==> src/include/pkt_extract_macros.svh <==
`ifndef PKT_EXTRACT_MACROS_SVH
`define PKT_EXTRACT_MACROS_SVH

// ----------------------------------------
// Slot ring geometry
// ----------------------------------------

// Number of packet slots, kept a power of two so pointers wrap by themselves
`define PX_NUM_SLOTS 4
// Width of a slot pointer
`define PX_SLOT_SEL_W 2

// Words held by one slot, and the address width inside a slot
`define PX_SLOT_WORDS 32
`define PX_SLOT_AW 5

// ----------------------------------------
// Stream word geometry
// ----------------------------------------

// Bytes per 64-bit word, also the width of the byte valid mask
`define PX_WORD_BYTES 8

`endif
==> src/verilog/pkt_extract_pkg.sv <==
`default_nettype none

`include "pkt_extract_macros.svh"

package pkt_extract_pkg;

  // ----------------------------------------
  // Input stream word
  // ----------------------------------------

  // One word of the input stream
  // nbytes only matters on the final word
  typedef struct packed {
    logic [`PX_WORD_BYTES*8-1:0] data;
    logic                        last;
    logic [3:0]                  nbytes;
  } in_word_t;

  // ----------------------------------------
  // Slot write bus
  // ----------------------------------------

  // Shared by all slots, the per-slot enables run beside it
  typedef struct packed {
    logic [`PX_SLOT_AW-1:0] addr;
    in_word_t               word;
  } slot_wr_t;

  // ----------------------------------------
  // MAC transmit port
  // ----------------------------------------

  // Start pulse, byte valid mask and byte-reversed data
  typedef struct packed {
    logic                        start;
    logic [`PX_WORD_BYTES-1:0]   valid;
    logic [`PX_WORD_BYTES*8-1:0] data;
  } mac_out_t;

endpackage

`default_nettype wire

==> src/verilog/pkt_capture.sv <==
`default_nettype none

`include "pkt_extract_macros.svh"

module pkt_capture (
  input  logic                             i_clk,
  input  logic                             i_areset,

  // Input word stream
  input  pkt_extract_pkg::in_word_t        i_in,
  input  logic                             i_in_valid,
  output logic                             o_in_ready,

  // Slot side
  input  logic [`PX_NUM_SLOTS-1:0]         i_slot_free,
  output pkt_extract_pkg::slot_wr_t        o_wr,
  output logic [`PX_NUM_SLOTS-1:0]         o_wr_en
);

  // Slot currently being filled
  logic [`PX_SLOT_SEL_W-1:0] fill_ptr;
  // Address of the next word inside that slot
  logic [`PX_SLOT_AW-1:0]    wr_addr;
  logic                      accept;

  // ----------------------------------------
  // Input handshake
  // ----------------------------------------

  // A nonzero word address means the slot is already ours mid-packet
  // Otherwise the slot must be free before a new packet may begin
  assign o_in_ready = i_slot_free[fill_ptr] | (wr_addr != '0);
  assign accept     = i_in_valid & o_in_ready;

  // ----------------------------------------
  // Fill pointer and word address
  // ----------------------------------------

  always_ff @(posedge i_clk or posedge i_areset) begin
    if (i_areset) begin
      fill_ptr <= '0;
      wr_addr  <= '0;
      o_wr_en  <= '0;
    end else begin
      // Enable is a one-cycle pulse per accepted word
      o_wr_en <= '0;
      if (accept) begin
        o_wr_en <= `PX_NUM_SLOTS'(1) << fill_ptr;
        if (i_in.last) begin
          // Packet complete, next packet goes to the following slot
          // The slot marks itself loaded when this word lands
          wr_addr  <= '0;
          fill_ptr <= fill_ptr + 1'b1;
        end else begin
          wr_addr <= wr_addr + 1'b1;
        end
      end
    end
  end

  // ----------------------------------------
  // Write bus payload
  // ----------------------------------------

  // Registered copy of the accepted word, valid alongside o_wr_en
  always_ff @(posedge i_clk) begin
    if (accept) begin
      o_wr.addr <= wr_addr;
      o_wr.word <= i_in;
    end
  end

endmodule

`default_nettype wire

==> config.mk <==
export PLATFORM = sky130hd
export DESIGN_NAME = pkt_capture
export DESIGN_NICKNAME = d
export VERILOG_FILES = /design/src/verilog/pkt_extract_pkg.sv /design/src/verilog/pkt_capture.sv
export VERILOG_INCLUDE_DIRS = /design/src /design/src/include
export SDC_FILE = /design/constraint.sdc
export NUM_CORES = 1
export LEC_CHECK = 0
export BUFFER_PORTS_ARGS = -buffer_cell sky130_fd_sc_hd__buf_2
export CAP_MARGIN = 0
export CORE_MARGIN = 10
export CORE_UTILIZATION = 41
export CTS_BUF_LIST = sky130_fd_sc_hd__clkbuf_8
export DETAILED_ROUTE_END_ITERATION = 7
export PLACE_DENSITY = 0.78
export SLEW_MARGIN = 10
export SYNTH_ARGS = -nofsm -noshare
export SYNTH_HDL_FRONTEND = slang
export SYNTH_SLANG_ARGS = --single-unit
==> constraint.sdc <==
create_clock -name i_clk -period 2.05 [get_ports i_clk]
set_clock_uncertainty 0.2 [all_clocks]
set_input_delay 0.205 -clock i_clk [delete_from_list [all_inputs] [get_ports i_clk]]
set_output_delay 0.205 -clock i_clk [all_outputs]
set_load 0.005 [all_outputs]
==> impl_metrics.env <==
export IMPL_peakVddDrop_v=0.000692
export IMPL_clock_tree_htree_level_count=3
export IMPL_max_cap_violations=0
export IMPL_initial_core_util=0.419
export IMPL_cp_end_kind="output pin"
export IMPL_avgRoutedWirePerCell_um=27.0
export IMPL_overflow=0
export IMPL_source_of_the_worst_register_to_register_timing_path="wr_addr[0]"
export IMPL_rsz0062_at_grt="yes"
export IMPL_setup_viol_count_final=82
export IMPL_cts_root_buf="sky130_fd_sc_hd__clkbuf_8"
export IMPL_finalWorstSetupSlack_ns=-0.155
export IMPL_largest_cells_by_area_after_synthesis="sky130_fd_sc_hd__edfxtp_1 (79%), sky130_fd_sc_hd__dfrtp_1 (9.8%), sky130_fd_sc_hd__ha_1 (2.7%)"
export IMPL_wire_length_of_the_first_global_routing_pass_um=14100
export IMPL_timing_worst_setup_path_type="reg2out"
export IMPL_layoutNonFillerInstCount=476
export IMPL_worst_r2r_setup_slack_ns=-0.10
export IMPL_worst_hold_class="in2async"
export IMPL_setup_worst_path_start_class="flop"
export IMPL_cp_arrival_ns=1.80
export IMPL_synth_top_area_frac=0.790
export IMPL_core_area_um2=6720
export IMPL_synthToLayoutAreaGrowth_pct=78.0
export IMPL_mostFrequentLayoutCell="sky130_fd_sc_hd__buf_2"
export IMPL_grt_start_max_net_pins=44
export IMPL_dieHeight_um=103
export IMPL_grt_util_overall=0.186
export IMPL_critical_path_max_stage_delay_ns=0.46
export IMPL_post_place_cells=365
export IMPL_synth_avg_cell_area_um2=22.5
export IMPL_avgViaCountPerCell=5.11
export IMPL_clock_share_of_power=0.208
export IMPL_drt_antenna_violating_nets=0
export IMPL_worst_r2r_endpoint="o_wr[42]"
export IMPL_layout_drive_gt1_share=0.515
export IMPL_io_pins=155
export IMPL_timing_max_slew_rel_slack=0.703
export IMPL_pwr_density_nw_per_um2=1150
export IMPL_r2r_cells=6
export IMPL_finalHoldViolations=0
export IMPL_drt_iter0_markers=233
export IMPL_power_switching_share=0.302
export IMPL_critical_path_cell_chain="inv_2, ha_4, or4b_4, or2_4, buf_6"
export IMPL_clock_fmax_ghz=0.454
export IMPL_seqPwrFrac=0.446
export IMPL_total_switching_power_mw=1.73
export IMPL_timing_final_crit_share=1.08
export IMPL_final_max_slew_viol_count=0
export IMPL_intPower_mw=4.02
export IMPL_tightest_slew_ns=0.445
export IMPL_globalplace_congestion=0.830
export IMPL_dieArea_um2=10600
export IMPL_netlist_cell_type_count=21
export IMPL_place_port_buffers=154
export IMPL_num_vias=2432
export IMPL_combPwrFrac=0.346
export IMPL_seq_area_frac_synth=0.888
export IMPL_postSynthNetCount=207
export IMPL_post_route_drc_count=0
export IMPL_totalWireLength_um=12800
export IMPL_final_net_count=469
export IMPL_failing_checks="setup timing"
export IMPL_first_pass_iters=4
export IMPL_yosys_register_bits=85
export IMPL_timing_critical_path_fanout_max=2
export IMPL_numClockSinks=85
export IMPL_antenna_found_initial=4
export IMPL_post_dp_hpwl_um=6120
export IMPL_grt_pass1_vias=2289
export IMPL_ys_warn_count=0
export IMPL_synth_area_leader_cell="sky130_fd_sc_hd__edfxtp_1"
export IMPL_cts_buffers_inserted=9
export IMPL_maximum_clock_insertion_buffer_count=2
export IMPL_outcome="complete, but fails checks"
export IMPL_power_leakage_nw=2.20
export IMPL_final_cell_mix="sky130_fd_sc_hd__buf_2 (153), sky130_fd_sc_hd__edfxtp_1 (74), sky130_fd_sc_hd__dlygate4sd3_1 (71)"
export IMPL_totalPowerFinal_mw=5.75
export IMPL_final_min_clock_period_ns=2.20
export IMPL_worst_ep_required_time_ns=1.64
export IMPL_cts_clk_slew_worst_paths_ns=0.09
export IMPL_tritoncts="built"
export IMPL_timing_critical_path_slowest_stage_cell="sky130_fd_sc_hd__or4b_4"
export IMPL_floorplan_die_width_um=103
export IMPL_tns_ns=-5.33
export IMPL_worstSkewPairLatency_ns=0.36
export IMPL_synthCells=125
export IMPL_std_cell_rows=30
export IMPL_post_synth_instance_area_um2=2810
==> kinds of logic (layout without fill, tap and decap cells) <==
logic type      Yosys count  after routing  share of synthesized area
other cells               0              4                          0
xor+xnor                  1              1                    0.00311
flops                    85             85                      0.888
simple gates             12             12                     0.0280
buf+inv                   6            271                    0.00800
compound gates           11             13                     0.0276
mux                       4              4                     0.0191
fa+ha+maj                 6              6                     0.0267
==> state kept, by name, summed over array words and instances (netlist names) <==
register  cells
o_wr_en       4
fill_ptr      2
wr_addr       5
o_wr         74
==> metal layers <==
layer / track usage / share of wire / wire (um)
met1: 0.186 / 0.34 / 4310
met2: 0.328 / 0.49 / 6360
met3: 0.0771 / 0.11 / 1470
met5: 0 / 0 / 0
met4: 0.0845 / 0.055 / 703
==> synthesized netlist by cell type, drive strengths merged <==
cell / count
edfxtp: 74
dfrtp: 11
ha: 6
inv: 6
o21ai: 6
and2: 4
a31oi: 2
mux2i: 2
nand2b: 2
mux2: 1
mux4: 1
nand2: 1
nand3: 1
nand4: 1
nor2b: 1
o211ai: 1
o21a: 1
o31ai: 1
or2: 1
or4b: 1
xnor2: 1
==> area by class of cell <==
type | instances | area, um2
flip-flops and latches | 85 | 2500
repair buffers | 249 | 1850
fillers | 332 | 1710
multi-input cells | 36 | 337
clock buffers | 9 | 124
well taps | 80 | 100
clock inverters | 7 | 65.1
inverters | 6 | 22.5
diodes | 4 | 10.0
==> power groups by stage <==
stage	registers [mW]	logic (mW)	clock network, mW
after CTS	2.51	1.38	1.14
after floorplan	2.62	0.393	0
final	2.56	1.99	1.20
after detailed placement	2.55	1.17	0
after global routing	2.59	2.09	1.27
after global placement	2.53	1.14	0
==> critical path: cells and delay by family (launching register included) <==
kind	cells	cell delay, ns
buffers and inverters	2	0.20
DFF	1	0.39
and+or+nand+nor	2	0.72
adders and majority gates	1	0.14
==> timing repair <==
item / CTS / global route
gates resized for setup: 5 / 6
setup endpoints to repair: 1 / 83
cloned: 0 / 15
hold endpoints to repair: 81 / 0
pin swaps: 1 / 1
hold buffers: 71 / 0
buffers inserted: 3 / 2
==> stage by stage <==
step,setup slack [ns],hold slack (ns),utilization,area (um2)
2_1_floorplan,-0.0519,-0.143,-,2810
3_3_place_gp,0.0804,0.0244,0.559,3750
3_5_place_dp,0.0494,0.0297,0.559,3750
4_1_cts,-0.118,0.197,0.699,4700
5_1_grt,-0.205,0.237,0.745,5010
6_report,-0.155,0.182,0.745,5010
==> worst max-delay path by stage <==
stage	slack [ns]	end	start
finish	-0.15	o_in_ready	wr_addr[0]
global route	-0.21	o_in_ready	wr_addr[1]
CTS	-0.12	o_in_ready	wr_addr[0]
detailed placement	0.05	wr_addr[1]	wr_addr[0]
global placement	0.08	o_wr[12]	wr_addr[0]
floorplan	-0.05	o_wr_en[0]	wr_addr[0]
Power figures use the tool's default switching activity.
