<file path="config.mk">
export PLATFORM = sky130hd
export DESIGN_NAME = pkt_slot
export DESIGN_NICKNAME = d
export VERILOG_FILES = /design/src/verilog/pkt_extract_pkg.sv /design/src/verilog/pkt_slot.sv
export VERILOG_INCLUDE_DIRS = /design/src /design/src/include
export SDC_FILE = /design/constraint.sdc
export NUM_CORES = 2
export LEC_CHECK = 0
export BUFFER_PORTS_ARGS = -buffer_cell sky130_fd_sc_hd__buf_4
export CAP_MARGIN = 20
export CORE_MARGIN = 2
export CORE_UTILIZATION = 54
export CTS_CLUSTER_SIZE = 20
export DETAILED_ROUTE_END_ITERATION = 6
export MAX_ROUTING_LAYER = met4
export PLACE_DENSITY = 0.79
export SYNTH_ARGS = -nofsm -noshare
export SYNTH_HDL_FRONTEND = slang
export SYNTH_SLANG_ARGS = --single-unit
</file>
<file path="constraint.sdc">
create_clock -name i_clk -period 1.8 [get_ports i_clk]
set_input_delay 0.18 -clock i_clk [delete_from_list [all_inputs] [get_ports i_clk]]
set_output_delay 0.18 -clock i_clk [all_outputs]
set_load 0.01 [all_outputs]
</file>
<file path="src/include/pkt_extract_macros.svh">
`ifndef PKT_EXTRACT_MACROS_SVH
`define PKT_EXTRACT_MACROS_SVH

// ----------------------------------------
// Slot ring geometry
// ----------------------------------------

// Number of packet slots, kept a power of two so pointers wrap by themselves
`define PX_NUM_SLOTS 4
// Width of a slot pointer
`define PX_SLOT_SEL_W 2

// Words held by one slot, and the address width inside a slot
`define PX_SLOT_WORDS 32
`define PX_SLOT_AW 5

// ----------------------------------------
// Stream word geometry
// ----------------------------------------

// Bytes per 64-bit word, also the width of the byte valid mask
`define PX_WORD_BYTES 8

`endif
</file>
<file path="src/verilog/pkt_extract_pkg.sv">
`default_nettype none

`include "pkt_extract_macros.svh"

package pkt_extract_pkg;

  // ----------------------------------------
  // Input stream word
  // ----------------------------------------

  // One word of the input stream
  // nbytes only matters on the final word
  typedef struct packed {
    logic [`PX_WORD_BYTES*8-1:0] data;
    logic                        last;
    logic [3:0]                  nbytes;
  } in_word_t;

  // ----------------------------------------
  // Slot write bus
  // ----------------------------------------

  // Shared by all slots, the per-slot enables run beside it
  typedef struct packed {
    logic [`PX_SLOT_AW-1:0] addr;
    in_word_t               word;
  } slot_wr_t;

  // ----------------------------------------
  // MAC transmit port
  // ----------------------------------------

  // Start pulse, byte valid mask and byte-reversed data
  typedef struct packed {
    logic                        start;
    logic [`PX_WORD_BYTES-1:0]   valid;
    logic [`PX_WORD_BYTES*8-1:0] data;
  } mac_out_t;

endpackage

`default_nettype wire

</file>
<file path="src/verilog/pkt_slot.sv">
`default_nettype none

`include "pkt_extract_macros.svh"

module pkt_slot (
  input  logic                             i_clk,
  input  logic                             i_areset,

  // Write side, from capture
  input  pkt_extract_pkg::slot_wr_t        i_wr,
  input  logic                             i_wr_en,

  // Read side, from the transmitter
  input  logic [`PX_SLOT_AW-1:0]           i_rd_addr,
  input  logic                             i_release,

  output logic                             o_free,
  output logic                             o_loaded,
  output logic [`PX_SLOT_AW:0]             o_len,
  output logic [3:0]                       o_last_bytes,
  output logic [`PX_WORD_BYTES*8-1:0]      o_rd_data
);

  typedef enum logic [1:0] {
    ST_FREE,
    ST_FILLING,
    ST_LOADED
  } slot_state_e;

  slot_state_e state;

  // Word storage for one packet
  logic [`PX_WORD_BYTES*8-1:0] mem [0:`PX_SLOT_WORDS-1];

  assign o_free   = (state == ST_FREE);
  assign o_loaded = (state == ST_LOADED);

  // ----------------------------------------
  // Storage, registered read
  // ----------------------------------------

  always_ff @(posedge i_clk) begin
    if (i_wr_en) begin
      mem[i_wr.addr] <= i_wr.word.data;
    end
    o_rd_data <= mem[i_rd_addr];
  end

  // ----------------------------------------
  // Slot state, length and byte count
  // ----------------------------------------

  always_ff @(posedge i_clk or posedge i_areset) begin
    if (i_areset) begin
      state        <= ST_FREE;
      o_len        <= '0;
      o_last_bytes <= '0;
    end else if (i_release) begin
      // Transmitter is done with this packet
      state <= ST_FREE;
      o_len <= '0;
    end else if (i_wr_en && state != ST_LOADED) begin
      // First word restarts the count
      o_len <= (state == ST_FREE) ? (`PX_SLOT_AW+1)'(1) : o_len + 1'b1;
      if (i_wr.word.last) begin
        o_last_bytes <= i_wr.word.nbytes;
        state        <= ST_LOADED;
      end else begin
        state <= ST_FILLING;
      end
    end
  end

endmodule

`default_nettype wire

</file>
==> impl_metrics.prom <==
# TYPE chip_impl_metric gauge
chip_impl_metric{name="row_count",unit=""} 141
chip_impl_info{name="worstHoldPathType",value="primary input to register"} 1
chip_impl_metric{name="post-layout-total-power",unit="mW"} 103
chip_impl_metric{name="clock_transition_at_path_regs",unit="ns"} 0.06
chip_impl_metric{name="wl_per_cell",unit="um"} 31.4
chip_impl_info{name="worst_setup_end_kind",value="register"} 1
chip_impl_metric{name="cts_num_sinks",unit=""} 2124
chip_impl_metric{name="post_route_cells_drive_above_1_share",unit="%"} 24.6
chip_impl_metric{name="starting_utilization_of_the_core_area",unit="%"} 54.2
chip_impl_metric{name="setup.reg_to_reg.worst_slack",unit="ns"} 0.06
chip_impl_info{name="crit_top_cell",value="buf_4"} 1
chip_impl_metric{name="grt_overflow",unit=""} 0
chip_impl_metric{name="leakagePower",unit="nW"} 31.9
chip_impl_metric{name="route.vias.total",unit=""} 42361
chip_impl_metric{name="worst-endpoint-required",unit="ns"} 2.57
chip_impl_metric{name="die_area",unit="um2"} 151000
chip_impl_metric{name="timing.hold.worst_path_depth",unit=""} 4
chip_impl_metric{name="drt_drc_violations_left",unit=""} 0
chip_impl_metric{name="clk_latency",unit="ns"} 0.83
chip_impl_metric{name="finish.instance_area",unit="um2"} 95100
chip_impl_metric{name="synth_cells",unit=""} 3824
chip_impl_metric{name="initialDrtViolationCount",unit=""} 5306
chip_impl_metric{name="sw_frac_of_total",unit="%"} 21.2
chip_impl_metric{name="final_max_slew_viol_count",unit=""} 0
chip_impl_info{name="min_from",value="i_wr[72]"} 1
chip_impl_metric{name="finalHoldWorstSlack",unit="ns"} 0.0560
chip_impl_metric{name="die-height",unit="um"} 388
chip_impl_metric{name="grt_pass1_wl",unit="um"} 295000
chip_impl_info{name="mostFrequentLayoutCells",value="2,048 x edfxtp_1, 512 x mux2i_1, 331 x buf_4"} 1
chip_impl_metric{name="cp_data_arrival_time",unit="ns"} 2.52
chip_impl_info{name="cts_tree",value="yes"} 1
chip_impl_metric{name="max_freq",unit="MHz"} 572
chip_impl_metric{name="timing.final.setup_violations",unit=""} 0
chip_impl_metric{name="timing.final.hold_violations",unit=""} 0
chip_impl_metric{name="utilization",unit="%"} 64.6
chip_impl_metric{name="via_per_inst",unit=""} 6.50
chip_impl_metric{name="slew-limit-headroom",unit="%"} 45.4
chip_impl_metric{name="ctsLongestPathBuffers",unit=""} 3
chip_impl_metric{name="totalNegativeSetupSlack",unit="ns"} 0
chip_impl_info{name="layout_commonest_cell",value="edfxtp_1"} 1
chip_impl_info{name="grt_setup_unrepaired",value="no"} 1
chip_impl_info{name="slowest_cell_on_the_critical_path",value="nor2b_1"} 1
chip_impl_metric{name="place.gp.congestion",unit=""} 0.820
chip_impl_info{name="worst-setup-path-type",value="primary input to register"} 1
chip_impl_metric{name="yosys_warnings",unit=""} 0
chip_impl_metric{name="power.ir.vdd_worst",unit="uV"} 865
chip_impl_metric{name="synthesis.nets",unit=""} 3908
chip_impl_metric{name="post-route-period-util",unit="%"} 97.0
chip_impl_metric{name="place.port_buffers",unit=""} 158
chip_impl_metric{name="final.setup_skew",unit="ns"} 0.0548
chip_impl_metric{name="post_synth_num_cell_types",unit=""} 40
chip_impl_metric{name="tightest_slew",unit="ns"} 0.817
chip_impl_metric{name="top_level_ports",unit=""} 159
chip_impl_metric{name="grt_antenna_before_repair",unit=""} 9
chip_impl_metric{name="cts_made_buffers",unit=""} 198
chip_impl_metric{name="synth-seq-cells",unit=""} 2124
chip_impl_metric{name="switchingPower",unit="mW"} 21.8
chip_impl_metric{name="ant_nets",unit=""} 0
chip_impl_metric{name="grt_max_degree",unit=""} 54
chip_impl_metric{name="worst-r2r-cell-count",unit=""} 4
chip_impl_metric{name="sequential_fraction_of_the_synthesis_area",unit="%"} 79.1
chip_impl_metric{name="final_cells",unit=""} 6518
chip_impl_metric{name="drv_cap",unit=""} 0
chip_impl_info{name="worstReg2RegEnd",value="o_rd_data[57]$_DFF_P_"} 1
chip_impl_metric{name="clock_power_share",unit="%"} 40.5
chip_impl_metric{name="fin_nets",unit=""} 4496
chip_impl_metric{name="place.detailed.instances",unit=""} 6064
chip_impl_metric{name="comb_power_share",unit="%"} 5.6
chip_impl_metric{name="crit_path_max_fanout",unit=""} 7
chip_impl_metric{name="chipWidth",unit="um"} 388
chip_impl_metric{name="core_area",unit="um2"} 147000
chip_impl_metric{name="areaGrowthSynthToFinish",unit="%"} 19.1
chip_impl_metric{name="first_global_vias",unit=""} 43334
chip_impl_metric{name="detailedPlacementHpwl",unit="um"} 119000
chip_impl_info{name="status",value="finished clean"} 1
chip_impl_info{name="worstHoldEndpoint",value="mem[14][55]$_DFFE_PP_"} 1
chip_impl_info{name="critical_path_launch_point_type",value="primary input"} 1
chip_impl_metric{name="synth.avg_cell_area",unit="um2"} 20.9
chip_impl_metric{name="drtPass1Iterations",unit=""} 6
chip_impl_info{name="worst_r2r_startpoint",value="mem[11][57]$_DFFE_PP_"} 1
chip_impl_info{name="clock_tree.root_cell",value="clkbuf_16"} 1
chip_impl_metric{name="drt_wl_total",unit="um"} 204000
chip_impl_metric{name="timing.final.crit_period",unit="ns"} 1.75
chip_impl_metric{name="post_synth_instance_area",unit="um2"} 79800
chip_impl_metric{name="dpl-instance-area",unit="um2"} 87800
chip_impl_metric{name="sequentialPowerShare",unit="%"} 53.9
chip_impl_info{name="path_cells",value="dlygate4sd3_1 > buf_4 > nor2b_4 > nor2b_1 > buf_4 > a22oi_1 > buf_4 > nand3_1"} 1
chip_impl_metric{name="crit_path_max_incr_delay",unit="ns"} 0.68
chip_impl_metric{name="cts-htree-levels",unit=""} 4
chip_impl_metric{name="grt.total_usage",unit="%"} 27.9
chip_impl_metric{name="p_int",unit="mW"} 80.9
chip_impl_metric{name="dp_worst_setup_slack",unit="ns"} -0.364
chip_impl_metric{name="p_per_area",unit="nW/um2"} 1080
chip_impl_metric{name="timing.final.ws_setup",unit="ns"} 0.0532
chip_impl_info{name="worstSetupStartpoint",value="i_rd_addr[3]"} 1
[layout make-up]
| class | count | area, um2 |
|---|---|---|
| Sequential cell | 2124 | 63100 |
| Fill cell | 9129 | 52100 |
| Multi-Input combinational cell | 1481 | 15900 |
| Timing Repair Buffer | 603 | 7140 |
| Clock buffer | 267 | 5410 |
| Tap cell | 1930 | 2410 |
| Clock inverter | 100 | 1040 |
| Antenna cell | 9 | 22.5 |
| Inverter | 4 | 15.0 |
[sequential cells by signal, summed over array words and instances (netlist names)]
register	count
mem	2048
o_rd_data	64
o_len	6
o_last_bytes	4
state	2
[how the worst max path moves through the flow]
stage,endpoint,slack [ns],cells past startpoint
2_1_floorplan,mem[10][0]$_DFFE_PP_,-0.59,3
3_3_place_gp,o_rd_data[49]$_DFF_P_,-0.31,7
3_5_place_dp,o_rd_data[44]$_DFF_P_,-0.36,7
4_1_cts,o_rd_data[46],0.01,1
5_1_grt,o_free,0.00009,2
6_report,o_rd_data[14]$_DFF_P_,0.05,8
[logic make-up after synthesis]
logic type                 after synthesis  share of synthesized area (%)
muxes                                  772                           13.7
adders and majority gates                1                         0.0157
DFF                                   2124                           79.1
AOI/OAI and AO/OA                      442                           4.10
and+or+nand+nor                        266                           1.73
buffers and inverters                  219                           1.38
[routing by layer]
layer  routed length [um]  GRT usage [%]
met5                    0              -
met4                 8630           11.0
met3                21200           4.95
met2               103000           45.4
met1                71700           35.2
[power by group through the flow]
stage	registers, mW	logic, mW	clock network (mW)
after global placement	56.3	5.38	0
after CTS	55.3	5.77	41.9
final	55.3	5.79	41.6
after detailed placement	56.4	5.54	0
after floorplan	56.3	2.66	0
after global routing	55.4	6.09	43.6
[critical path: cells and delay by family]
kind,cells,cell delay (ns)
buf+inv,4,1.23
simple gates,3,1.00
compound gates,1,0.10
[synth_stat cells, drive strengths merged]
cell | n | area [um2]
or4 | 2 | 15.0
dfrtp | 12 | 300
mux4 | 256 | 5770
a311oi | 1 | 8.76
o211ai | 3 | 22.5
edfxtp | 2048 | 61500
mux2i | 512 | 5120
nand3b | 5 | 37.5
nand2 | 20 | 75.1
clkbuf | 82 | 308
a32oi | 5 | 43.8
nand4 | 33 | 206
dfxtp | 64 | 1280
inv | 4 | 15.0
a22o | 40 | 350
a22oi | 328 | 2460
nor2 | 46 | 175
nor3b | 1 | 12.5
mux2 | 4 | 45.0
a21oi | 19 | 95.1
a21o | 1 | 7.51
nand3 | 117 | 586
buf | 133 | 776
or3 | 3 | 18.8
nor3 | 3 | 15.0
o31ai | 2 | 15.0
and3b | 2 | 17.5
ha | 1 | 12.5
o21ai | 2 | 10.0
and2 | 9 | 56.3
and3 | 2 | 12.5
a31oi | 40 | 250
or3b | 3 | 26.3
a211oi | 1 | 7.51
nor2b | 17 | 106
nand2b | 3 | 18.8
[what timing repair did]
item | in CTS | in global routing
hold endpoints to repair | 2077 | 0
setup endpoints to repair | 2 | 1
buffers inserted | 0 | 1
gates resized for setup | 2 | 2
hold buffers | 77 | 0
(Power assumes the default switching activity.)
