--- src/include/pkt_extract_macros.svh ---
`ifndef PKT_EXTRACT_MACROS_SVH
`define PKT_EXTRACT_MACROS_SVH

// ----------------------------------------
// Slot ring geometry
// ----------------------------------------

// Number of packet slots, kept a power of two so pointers wrap by themselves
`define PX_NUM_SLOTS 4
// Width of a slot pointer
`define PX_SLOT_SEL_W 2

// Words held by one slot, and the address width inside a slot
`define PX_SLOT_WORDS 32
`define PX_SLOT_AW 5

// ----------------------------------------
// Stream word geometry
// ----------------------------------------

// Bytes per 64-bit word, also the width of the byte valid mask
`define PX_WORD_BYTES 8

`endif
--- src/verilog/pkt_extract_pkg.sv ---
`default_nettype none

`include "pkt_extract_macros.svh"

package pkt_extract_pkg;

  // ----------------------------------------
  // Input stream word
  // ----------------------------------------

  // One word of the input stream
  // nbytes only matters on the final word
  typedef struct packed {
    logic [`PX_WORD_BYTES*8-1:0] data;
    logic                        last;
    logic [3:0]                  nbytes;
  } in_word_t;

  // ----------------------------------------
  // Slot write bus
  // ----------------------------------------

  // Shared by all slots, the per-slot enables run beside it
  typedef struct packed {
    logic [`PX_SLOT_AW-1:0] addr;
    in_word_t               word;
  } slot_wr_t;

  // ----------------------------------------
  // MAC transmit port
  // ----------------------------------------

  // Start pulse, byte valid mask and byte-reversed data
  typedef struct packed {
    logic                        start;
    logic [`PX_WORD_BYTES-1:0]   valid;
    logic [`PX_WORD_BYTES*8-1:0] data;
  } mac_out_t;

endpackage

`default_nettype wire

--- src/verilog/mac_tx.sv ---
`default_nettype none

`include "pkt_extract_macros.svh"

module mac_tx (
  input  logic                                            i_clk,
  input  logic                                            i_areset,

  // Slot status and read data
  input  logic [`PX_NUM_SLOTS-1:0]                        i_loaded,
  input  logic [`PX_NUM_SLOTS-1:0][`PX_SLOT_AW:0]         i_len,
  input  logic [`PX_NUM_SLOTS-1:0][3:0]                   i_last_bytes,
  input  logic [`PX_NUM_SLOTS-1:0][`PX_WORD_BYTES*8-1:0]  i_rd_data,
  output logic [`PX_SLOT_AW-1:0]                          o_rd_addr,
  output logic [`PX_NUM_SLOTS-1:0]                        o_release,

  // MAC start/ack port
  output pkt_extract_pkg::mac_out_t                       o_mac,
  input  logic                                            i_mac_ack
);

  typedef enum logic [2:0] {
    TX_IDLE,
    TX_FETCH,
    TX_AWAIT_ACK,
    TX_STREAM,
    TX_SILENT
  } tx_state_e;

  tx_state_e                   state;
  // Slot being drained
  logic [`PX_SLOT_SEL_W-1:0]   rd_ptr;
  // Word index whose data sits on i_rd_data this cycle
  logic [`PX_SLOT_AW-1:0]      addr_q;
  logic [`PX_SLOT_AW:0]        cur_len;
  logic                        is_last;
  logic [`PX_WORD_BYTES-1:0]   cur_mask;
  logic [`PX_WORD_BYTES*8-1:0] cur_data;

  // Low nbytes bits set
  function automatic logic [`PX_WORD_BYTES-1:0] last_mask(input logic [3:0] nbytes);
    logic [`PX_WORD_BYTES-1:0] m;
    for (int i = 0; i < `PX_WORD_BYTES; i++) begin
      m[i] = (i < nbytes);
    end
    return m;
  endfunction

  // Output byte i takes input byte 7-i, cleared where the mask is low
  function automatic logic [`PX_WORD_BYTES*8-1:0] byte_reverse(
    input logic [`PX_WORD_BYTES*8-1:0] d,
    input logic [`PX_WORD_BYTES-1:0]   v
  );
    logic [`PX_WORD_BYTES*8-1:0] r;
    for (int i = 0; i < `PX_WORD_BYTES; i++) begin
      r[8*i +: 8] = v[i] ? d[8*(`PX_WORD_BYTES-1-i) +: 8] : 8'h00;
    end
    return r;
  endfunction

  // ----------------------------------------
  // Current word and its mask
  // ----------------------------------------

  assign cur_len  = i_len[rd_ptr];
  assign is_last  = ({1'b0, addr_q} == cur_len - 1'b1);
  assign cur_mask = is_last ? last_mask(i_last_bytes[rd_ptr]) : '1;
  assign cur_data = byte_reverse(i_rd_data[rd_ptr], cur_mask);

  // Slot goes back to free on the edge that leaves the silent state
  assign o_release = (state == TX_SILENT) ? (`PX_NUM_SLOTS'(1) << rd_ptr) : '0;

  // Read address runs one word ahead of the output register
  // Held on word 1 until the MAC acks
  always_comb begin
    case (state)
      TX_FETCH:     o_rd_addr = addr_q + 1'b1;
      TX_AWAIT_ACK: o_rd_addr = i_mac_ack ? addr_q + 1'b1 : addr_q;
      TX_STREAM:    o_rd_addr = addr_q + 1'b1;
      default:      o_rd_addr = '0;
    endcase
  end

  // ----------------------------------------
  // Transmit FSM
  // ----------------------------------------

  always_ff @(posedge i_clk or posedge i_areset) begin
    if (i_areset) begin
      state  <= TX_IDLE;
      rd_ptr <= '0;
      addr_q <= '0;
      o_mac  <= '0;
    end else begin
      addr_q <= o_rd_addr;
      case (state)
        TX_IDLE: begin
          // Word 0 is read during the fetch cycle
          if (i_loaded[rd_ptr]) begin
            state <= TX_FETCH;
          end
        end
        TX_FETCH: begin
          o_mac.start <= 1'b1;
          o_mac.valid <= cur_mask;
          o_mac.data  <= cur_data;
          state       <= TX_AWAIT_ACK;
        end
        TX_AWAIT_ACK: begin
          // Word 0 stays on the port, start only for one cycle
          o_mac.start <= 1'b0;
          if (i_mac_ack) begin
            if (cur_len == (`PX_SLOT_AW+1)'(1)) begin
              // Single-word packet already sent
              o_mac <= '0;
              state <= TX_SILENT;
            end else begin
              o_mac.valid <= cur_mask;
              o_mac.data  <= cur_data;
              state       <= is_last ? TX_SILENT : TX_STREAM;
            end
          end
        end
        TX_STREAM: begin
          // No back-pressure after ack
          o_mac.valid <= cur_mask;
          o_mac.data  <= cur_data;
          if (is_last) begin
            state <= TX_SILENT;
          end
        end
        TX_SILENT: begin
          // Zero word marks the packet end for the MAC
          o_mac  <= '0;
          rd_ptr <= rd_ptr + 1'b1;
          state  <= TX_IDLE;
        end
        default: begin
          o_mac <= '0;
          state <= TX_IDLE;
        end
      endcase
    end
  end

endmodule

`default_nettype wire

--- config.mk ---
export PLATFORM = sky130hd
export DESIGN_NAME = mac_tx
export DESIGN_NICKNAME = d
export VERILOG_FILES = /design/src/verilog/pkt_extract_pkg.sv /design/src/verilog/mac_tx.sv
export VERILOG_INCLUDE_DIRS = /design/src /design/src/include
export SDC_FILE = /design/constraint.sdc
export NUM_CORES = 1
export LEC_CHECK = 0
export BUFFER_PORTS_ARGS = -buffer_cell sky130_fd_sc_hd__buf_2
export CORE_AREA = 2 2 149 151
export CTS_CLUSTER_SIZE = 40
export DETAILED_ROUTE_END_ITERATION = 7
export DIE_AREA = 0 0 151 153
export PLACE_DENSITY = 0.58
export SLEW_MARGIN = 40
export SYNTH_ARGS = -nofsm -noshare
export SYNTH_HDL_FRONTEND = slang
export SYNTH_SLANG_ARGS = --single-unit
--- constraint.sdc ---
create_clock -name i_clk -period 3.4 [get_ports i_clk]
set_input_delay 0.51 -clock i_clk [delete_from_list [all_inputs] [get_ports i_clk]]
set_output_delay 0.51 -clock i_clk [all_outputs]
set_load 0.02 [all_outputs]
==> results.json, run 1 <==
{
  "first_pass_iters": 4,
  "clock-sinks": 83,
  "period_share": 0.931,
  "ir_drop_uv": 329,
  "synth_top_family_by_area": "multiplexers",
  "die_y_um": 153,
  "clock_path_buffers": 2,
  "synth-main-ff-cell": "dfrtp_1",
  "worstMarginPinSlew_ns": 0.711,
  "finalWirelength_um": 19700,
  "areaGrowthSynthToFinish_pct": 46.5,
  "cp.arrival_ns": 3.40,
  "grt_overflow": 0,
  "hold_viol_final": 0,
  "ff2ff_path_depth": 8,
  "layout_commonest_cell": "buf_2",
  "ys_warn_count": 0,
  "path_class": "flip-flop to flip-flop",
  "whs_ns": 0.282,
  "min_path_type": "input port to asynchronous set/reset pin",
  "clock-skew-final_ns": 0.0124,
  "crit_slowest_cell": "mux4_2",
  "wl_per_cell_um": 17.5,
  "die-area_sq_um": 23100,
  "antenna_found_initial": 1,
  "topRoutingLayerUsed": "met4",
  "syn_inst": 460,
  "synth_sequential_area_ratio": 0.376,
  "cts_tree": "done",
  "numCtsBuffers": 9,
  "synthAdderAreaFrac": 0.0177,
  "max_freq_mhz": 316,
  "setup_viol": 0,
  "synth-simple-area-share": 0.0868,
  "nNetsFinal": 1144,
  "grt_pass1_wl_um": 30200,
  "via_per_inst": 4.72,
  "synth_seq_cells": 83,
  "clk-insertion-delay-late_ns": 0.34,
  "syn_nets": 770,
  "syn_area_sq_um": 5520,
  "status": "finished clean",
  "gp_congestion": 0.825,
  "wl_met2_um": 10100,
  "slowest_delay_ns": 0.63,
  "ios": 385,
  "relSlewSlack": 0.526,
  "drive_above_1_share": 0.607,
  "pwr_density_cell_nw_per_um2": 547,
  "required_ns": 3.63,
  "async_flop_share": 1.00,
  "maxCapViolations": 0,
  "drt-initial-drc-count": 193,
  "avgSynthCellArea_sq_um": 12.0,
  "postCtsResizedCells": 0,
  "period_minus_slack_ns": 3.17,
  "power.total_mw": 4.42,
  "crit_chain": "mux4_2 -> inv_1 -> ha_1 -> xor2_1 -> xnor2_1 -> o2111ai_2 -> o31a_1 -> a22o_1",
  "drc": 0,
  "p_leak_nw": 3.88,
  "clock-root-buffer": "clkbuf_16",
  "dpl_cell_area_sq_um": 7750,
  "io_buffers": 384,
  "critical_path_depth": 8,
  "cp-start-kind": "flip-flop",
  "vias": 5286,
  "synth_xor_area_frac": 0.0127,
  "nFillCells": 2243,
  "synth_mux_area_frac": 0.323,
  "cp.buffers_inverters": 1,
  "synth-compound-area-share": 0.131,
  "drtAntennaViolNets": 0,
  "core_sq_um": 21500,
  "wl_met1_um": 7980,
  "start_util": 0.257,
  "grt_max_degree": 73,
  "setup_tns_ns": 0,
  "cp-end-kind": "flip-flop",
  "track_usage": 0.171,
  "cts.reportedPaths.clkPinSlew_ns": 0.07,
  "yosysUniqueCellTypes": 45,
  "crit_family": "compound AO/OA/AOI/OAI gates",
  "place_hpwl_um": 16000,
  "utilization": 0.376,
  "rows": 54,
  "drv_slew": 0,
  "final_cell_area_sq_um": 8090,
  "grt_pass1_vias": 5480,
  "synth_edf_count": 0,
  "wl_met3_um": 1190,
  "final_cell_mix": "buf_2, dfrtp_1, mux4_2",
  "die_width_um": 151,
  "rsz0062_at_grt": "no",
  "htree_levels": 3,
  "crit_path_max_fanout": 14
}
[registers in the layout (all words and copies together) (netlist names)]
signal	cells
o_mac	73
addr_q	5
rd_ptr	2
state	3
[what timing repair did]
action / 4_1_cts / 5_1_grt
hold buffers: 0 / 0
setup buffers: 0 / 1
setup endpoints to repair: 0 / 9
endpoints found under the hold margin: 0 / 0
[where the power goes]
| part | total, mW | internal [mW] | leakage [nW] | switching [mW] |
|---|---|---|---|---|
| Combinational | 1.86 | 0.748 | 2.77 | 1.12 |
| Clock | 1.04 | 0.599 | 0.151 | 0.439 |
| Sequential | 1.52 | 1.30 | 0.956 | 0.222 |
[final timing paths]
| kind | start | end | slack, ns |
|---|---|---|---|
| max | rd_ptr[0] | o_mac[32] | 0.23 |
| min in group i_clk | o_mac[64] | o_mac[64] | 0.48 |
| max in group asynchronous | i_areset | o_mac[48] | 2.61 |
| min reg2reg | o_mac[64] | o_mac[64] | 0.48 |
| max reg2reg | rd_ptr[0] | o_mac[32] | 0.23 |
| min | i_areset | o_mac[62] | 0.28 |
[through the flow]
step                      std cells  setup slack, ns
final                          1120            0.234
after global routing           1120           0.0365
after CTS                      1117           0.0645
after detailed placement       1101           0.0562
after global placement         1101            0.128
after floorplan                 460            0.503
[worst min-delay path, stage by stage]
cell and delay, ns:
buf_2 0.11, inv_4 0.04, buf_4 0.39
[synth_stat cells, drive strengths merged, types with 2 or more instances]
library cell  count  area, sq um
nand3             4         20.0
buf              16         90.1
nand2            74          278
and2              2         12.5
nor3              3         30.0
a211oi            4         30.0
ha                7         87.6
o41ai             3         82.6
a31oi             2         12.5
o31ai             2         15.0
nand4             2         12.5
xor2              3         26.3
a22o             25          219
xnor2             5         43.8
a21o              4         30.0
inv              32          120
mux2i             6         60.1
mux2              3         33.8
clkbuf           20         75.1
or2               3         18.8
nor2             14         52.6
o21ai            46          230
o31a              3         26.3
mux4             75         1690
and3              4         25.0
dfrtp            83         2080
[metal layers]
layer	GRT usage	vias to the layer above
met5	0	-
met4	0.0494	0
met3	0.0325	26
met2	0.295	219
met1	0.218	2558
li1	-	2483
[kinds of logic after synthesis]
kind of cell | count (synthesis)
flip-flops | 83
AND/OR/NAND/NOR | 110
XOR/XNOR | 8
AO/OA/AOI/OAI | 98
buffers and inverters | 69
multiplexers | 84
adder cells (fa/ha/maj) | 8
[cell type report]
class	count	area (sq um)	share of cell area
sequential	83	2080	0.258
multi-input combinational	308	3170	0.391
inverter	33	126	0.0156
tap	280	350	0.0433
clock inverter	6	71.3	0.00882
clock buffer	10	239	0.0296
antenna	1	2.50	0.000309
timing repair buffer	399	2050	0.253
(Power assumes the default switching activity.)
==> inputs of run 2 (changes only) <==
--- a/config.mk
+++ b/config.mk
@@ -6,7 +6,7 @@
 export SDC_FILE = /design/constraint.sdc
 export NUM_CORES = 1
 export LEC_CHECK = 0
-export BUFFER_PORTS_ARGS = -buffer_cell sky130_fd_sc_hd__buf_2
+export BUFFER_PORTS_ARGS = -buffer_cell sky130_fd_sc_hd__clkbuf_2
 export CORE_AREA = 2 2 149 151
 export CTS_CLUSTER_SIZE = 40
 export DETAILED_ROUTE_END_ITERATION = 7
==> results.json, run 2 (synthesized netlist as in run 1, its figures left out) <==
{
  "track_usage": 0.169,
  "first_pass_iters": 5,
  "ir_drop_uv": 189,
  "drtAntennaViolNets": 0,
  "p_seq_frac": 0.352,
  "vias": 5299,
  "grt_pass1_wl_um": 29800,
  "drc": 0,
  "setup_tns_ns": 0,
  "crit_path_max_fanout": 13,
  "layout_commonest_cell": "clkbuf_2",
  "reg.largest.list": "o_mac: 73 flops, addr_q: 5 flops, state: 3 flops",
  "utilization": 0.374,
  "hold_buffers": 0,
  "areaGrowthSynthToFinish_pct": 45.7,
  "start_util": 0.257,
  "gp_congestion": 0.810,
  "die_width_um": 151,
  "status": "finished clean",
  "relSlewSlack": 0.458,
  "die-area_sq_um": 23100,
  "cp.arrival_ns": 3.42,
  "placedCellCount": 1100,
  "hold_viol_final": 0,
  "setup_viol": 0,
  "clk-insertion-delay-late_ns": 0.34,
  "antenna_found_initial": 0,
  "rsz0062_at_grt": "no",
  "die_y_um": 153,
  "cts_setup_buffers": 0,
  "nNetsFinal": 1143,
  "clock-root-buffer": "clkbuf_16",
  "grt_max_degree": 73,
  "clock_path_buffers": 2,
  "finalWirelength_um": 19400,
  "worstMarginPinSlew_ns": 0.813,
  "cts.reportedPaths.clkPinSlew_ns": 0.07,
  "layout.cells.non_filler": 1118,
  "wl_per_cell_um": 17.4,
  "r2r-end": "o_mac[33]",
  "pwr-share-comb": 0.426,
  "postCtsResizedCells": 0,
  "drv_slew": 0,
  "via_per_inst": 4.74,
  "io_buffers": 384,
  "grt_pass1_vias": 5450,
  "min_path_type": "input port to asynchronous set/reset pin",
  "maxCapViolations": 0,
  "period_share": 0.940,
  "pwr_density_cell_nw_per_um2": 541,
  "top_register": "o_mac",
  "clock-skew-final_ns": 0.00836,
  "cts_tree": "done",
  "grt_overflow": 0,
  "drive_above_1_share": 0.606,
  "required_ns": 3.63,
  "drt-initial-drc-count": 204,
  "htree_levels": 3,
  "place_hpwl_um": 15900,
  "whs_ns": 0.261,
  "largest_register_ffs": 73,
  "p_sw_frac": 0.412,
  "core_sq_um": 21500,
  "clock-sinks": 83,
  "antenna_cells": 0,
  "p_switching_mw": 1.79,
  "final_cell_mix": "clkbuf_2, dfrtp_1, mux4_2",
  "p_leak_nw": 3.93,
  "cp-start-kind": "flip-flop",
  "period_minus_slack_ns": 3.19,
  "crit-reg2reg-launch": "rd_ptr[0]",
  "nFillCells": 2194,
  "r2r_slack_ns": 0.21,
  "numCtsBuffers": 9,
  "path_class": "flip-flop to flip-flop",
  "rows": 54,
  "internal_power_mw": 2.56,
  "clkPwrFrac": 0.222,
  "ios": 385,
  "ff2ff_path_depth": 8,
  "cp-end-kind": "flip-flop",
  "max_freq_mhz": 313
}
[run 2: cell types whose count changed in the layout (fill, tap and decap cells not counted), sizes merged]
cell,before,now
clkbuf,10,394
inv,35,33
bufinv,1,0
clkinv,2,3
diode,1,0
buf,399,14
clkinvlp,1,3
[run 2: how the worst max path moves through the flow]
stage / slack, ns / endpoint / start / cells past startpoint
after detailed placement: 0.10 / o_mac[15] / rd_ptr[0] / 8
final: 0.21 / o_mac[33] / rd_ptr[0] / 8
after floorplan: 0.50 / o_mac[0] / rd_ptr[0] / 10
after CTS: 0.09 / o_mac[19] / rd_ptr[0] / 8
after global routing: 0.005 / o_mac[53] / rd_ptr[0] / 8
after global placement: 0.14 / o_mac[20] / rd_ptr[0] / 8
[run 2: layout make-up]
cell class / instances / area, sq um / area share
clock buffers: 10 / 239 / 0.0297
clock inverters: 6 / 48.8 / 0.00607
inverters: 33 / 129 / 0.0160
multi-input cells: 308 / 3170 / 0.394
flip-flops and latches: 83 / 2080 / 0.259
well taps: 280 / 350 / 0.0436
repair buffers: 398 / 2030 / 0.252
[run 2: through the flow]
step / total power, mW / area, sq um / setup WS, ns
floorplan: 2.64 / 5520 / 0.503
global placement: 3.41 / 7740 / 0.144
global route: 4.63 / 8040 / 0.00469
CTS: 4.43 / 8030 / 0.0919
finish: 4.35 / 8040 / 0.206
detailed placement: 3.44 / 7740 / 0.100
[run 2: power by group through the flow]
stage | combinational (mW) | clock, mW | sequential [mW]
finish | 1.85 | 0.963 | 1.53
CTS | 1.89 | 1.00 | 1.54
floorplan | 0.793 | 0 | 1.85
global placement | 1.86 | 0 | 1.55
detailed placement | 1.88 | 0 | 1.55
global route | 2.00 | 1.05 | 1.58
[run 2: metal layers]
metal / GRT usage / vias up / wire (um)
li1: - / 2475 / -
met4: 0.0587 / 0 / 529
met3: 0.0337 / 30 / 1100
met5: 0 / - / 0
met2: 0.290 / 227 / 9790
met1: 0.210 / 2567 / 7980
[run 2: worst max-delay path, cell delays in order, from the launching register on]
cell and delay (ns):
dfrtp_4 0.59, mux4_2 0.63, inv_1 0.09, ha_1 0.19, xor2_1 0.18, xnor2_1 0.16
o2111ai_2 0.41, o31a_1 0.59, a22o_1 0.24
==> inputs of run 3 (changes only) <==
--- a/config.mk
+++ b/config.mk
@@ -11,7 +11,7 @@
 export CTS_CLUSTER_SIZE = 40
 export DETAILED_ROUTE_END_ITERATION = 7
 export DIE_AREA = 0 0 151 153
-export PLACE_DENSITY = 0.58
+export PLACE_DENSITY = 0.55
 export SLEW_MARGIN = 40
 export SYNTH_ARGS = -nofsm -noshare
 export SYNTH_HDL_FRONTEND = slang
==> results.json, run 3 (synthesized netlist as in run 1, its figures left out) <==
{
  "status": "finished clean",
  "die-area_sq_um": 23100,
  "vias": 5300,
  "hold_viol_final": 0,
  "r2r_slack_ns": 0.22,
  "clock_path_buffers": 2,
  "antenna_found_initial": 0,
  "nFillCells": 2197,
  "final_cell_area_sq_um": 8090,
  "critical_path_depth": 8,
  "wl_per_cell_um": 17.8,
  "via_per_inst": 4.74,
  "grt_pass1_vias": 5469,
  "cp-end-kind": "flip-flop",
  "grt_overflow": 0,
  "crit_path_max_fanout": 14,
  "grt_pass1_wl_um": 30400,
  "min_path_type": "input port to asynchronous set/reset pin",
  "r2r-end": "o_mac[36]",
  "cp.arrival_ns": 3.41,
  "clk-insertion-delay-late_ns": 0.34,
  "setup_tns_ns": 0,
  "antenna_cells": 0,
  "clock-skew-final_ns": 0.00972,
  "htree_levels": 3,
  "crit-reg2reg-launch": "rd_ptr[0]",
  "max_freq_mhz": 314,
  "pwr_density_cell_nw_per_um2": 554,
  "crit_end": "o_mac[36]",
  "ir_drop_uv": 238,
  "cts_tree": "done",
  "first_pass_iters": 6,
  "cts.reportedPaths.clkPinSlew_ns": 0.07,
  "top_register": "o_mac",
  "drc": 0,
  "clock-sinks": 83,
  "rows": 54,
  "worstSetupStartpoint": "rd_ptr[0]",
  "grt_busiest_layer": "met2",
  "ff2ff_path_depth": 8,
  "clock-root-buffer": "clkbuf_16",
  "met3_usage": 0.0316,
  "drv_slew": 0,
  "layout.cells.non_filler": 1118,
  "drtAntennaViolNets": 0,
  "start_util": 0.257,
  "io_buffers": 384,
  "grt_max_degree": 75,
  "placedCellCount": 1101,
  "crit_chain": "mux4_2 -> inv_1 -> ha_1 -> xor2_1 -> xnor2_1 -> o2111ai_2 -> o31a_1 -> a22o_1",
  "ios": 385,
  "register_area_sq_um": 2080,
  "core_sq_um": 21500,
  "rsz0062_at_grt": "no",
  "crit_family": "compound AO/OA/AOI/OAI gates",
  "setup_slack_ns": 0.218,
  "largest_register_ffs": 73,
  "die_y_um": 153,
  "reg.largest.list": "o_mac: 73 flops, addr_q: 5 flops, state: 3 flops",
  "required_ns": 3.63,
  "drive_above_1_share": 0.606,
  "die_width_um": 151,
  "nNetsFinal": 1143,
  "areaGrowthSynthToFinish_pct": 46.7,
  "cp-start-kind": "flip-flop",
  "hold_buffers": 0,
  "gp_congestion": 0.795,
  "relSlewSlack": 0.453,
  "p_leak_nw": 3.96,
  "grtUsageMet2": 0.302,
  "setup_viol": 0,
  "dpl_cell_area_sq_um": 7750,
  "drt-initial-drc-count": 239,
  "numCtsBuffers": 9,
  "maxCapViolations": 0,
  "period_share": 0.936,
  "multiInputGateArea_sq_um": 3170,
  "track_usage": 0.172,
  "place_ws_ns": 0.0473,
  "layout_commonest_cell": "clkbuf_2",
  "place_hpwl_um": 16200,
  "met1_usage": 0.218,
  "slowest_delay_ns": 0.63,
  "final_cell_mix": "clkbuf_2, dfrtp_1, mux4_2",
  "cp.buffers_inverters": 1,
  "path_class": "flip-flop to flip-flop",
  "crit_slowest_cell": "mux4_2",
  "finalWirelength_um": 19900,
  "period_minus_slack_ns": 3.18,
  "worstMarginPinSlew_ns": 0.821
}
run 3: changes by cell type in the layout (fill, tap and decap cells not counted), sizes merged:
cell      change
clkbuf        +1
clkinvlp      -2
bufinv        +2
inv           -1
run 3: metal layers:
metal,vias up,wire (um),share of wire
met5,-,0,0
met2,204,10200,0.51
met1,2604,8250,0.42
li1,2475,-,-
met3,17,1110,0.056
met4,0,299,0.015
run 3: worst min-delay path by stage:
stage,cells past startpoint,from,slack (ns),endpoint
after floorplan,2,o_mac[64],0.59,o_mac[64]
after CTS,2,i_areset,0.30,o_mac[8]
after detailed placement,2,o_mac[65],0.46,o_mac[65]
after global routing,2,i_areset,0.34,o_mac[8]
after global placement,1,o_mac[68],0.46,o_mac[68]
final,2,i_areset,0.27,o_mac[8]
run 3: area by class of cell:
class,instances,area share
Multi-Input combinational cell,308,0.391
Timing Repair Buffer,398,0.250
Tap cell,280,0.0433
Sequential cell,83,0.258
Clock inverter,5,0.0105
Inverter,33,0.0159
Clock buffer,11,0.0312
run 3: report_power, final:
group	leakage, nW	internal [mW]	switching [mW]
Clock	0.162	0.687	0.418
Sequential	0.956	1.30	0.238
Combinational	2.85	0.737	1.11
Total	3.96	2.72	1.77
run 3: stage by stage:
| step | power [mW] | util | hold slack [ns] |
|---|---|---|---|
| floorplan | 2.64 | - | 0.590 |
| global placement | 3.41 | 0.361 | 0.460 |
| detailed placement | 3.43 | 0.361 | 0.463 |
| CTS | 4.56 | 0.376 | 0.297 |
| global route | 4.76 | 0.377 | 0.336 |
| finish | 4.49 | 0.377 | 0.272 |
run 3: timing repair:
action                                  in CTS  in global routing
buffers inserted                             0                  1
resized for setup                            0                  0
hold endpoints to repair                     0                  0
endpoints found under the setup margin       0                  9
run 3: worst reg2reg max path, stage by stage, from the launching register on:
cell	delay, ns
dfrtp_4	0.59
mux4_2	0.63
inv_1	0.09
ha_1	0.20
xor2_1	0.18
xnor2_1	0.17
o2111ai_2	0.39
o31a_1	0.58
a22o_1	0.25
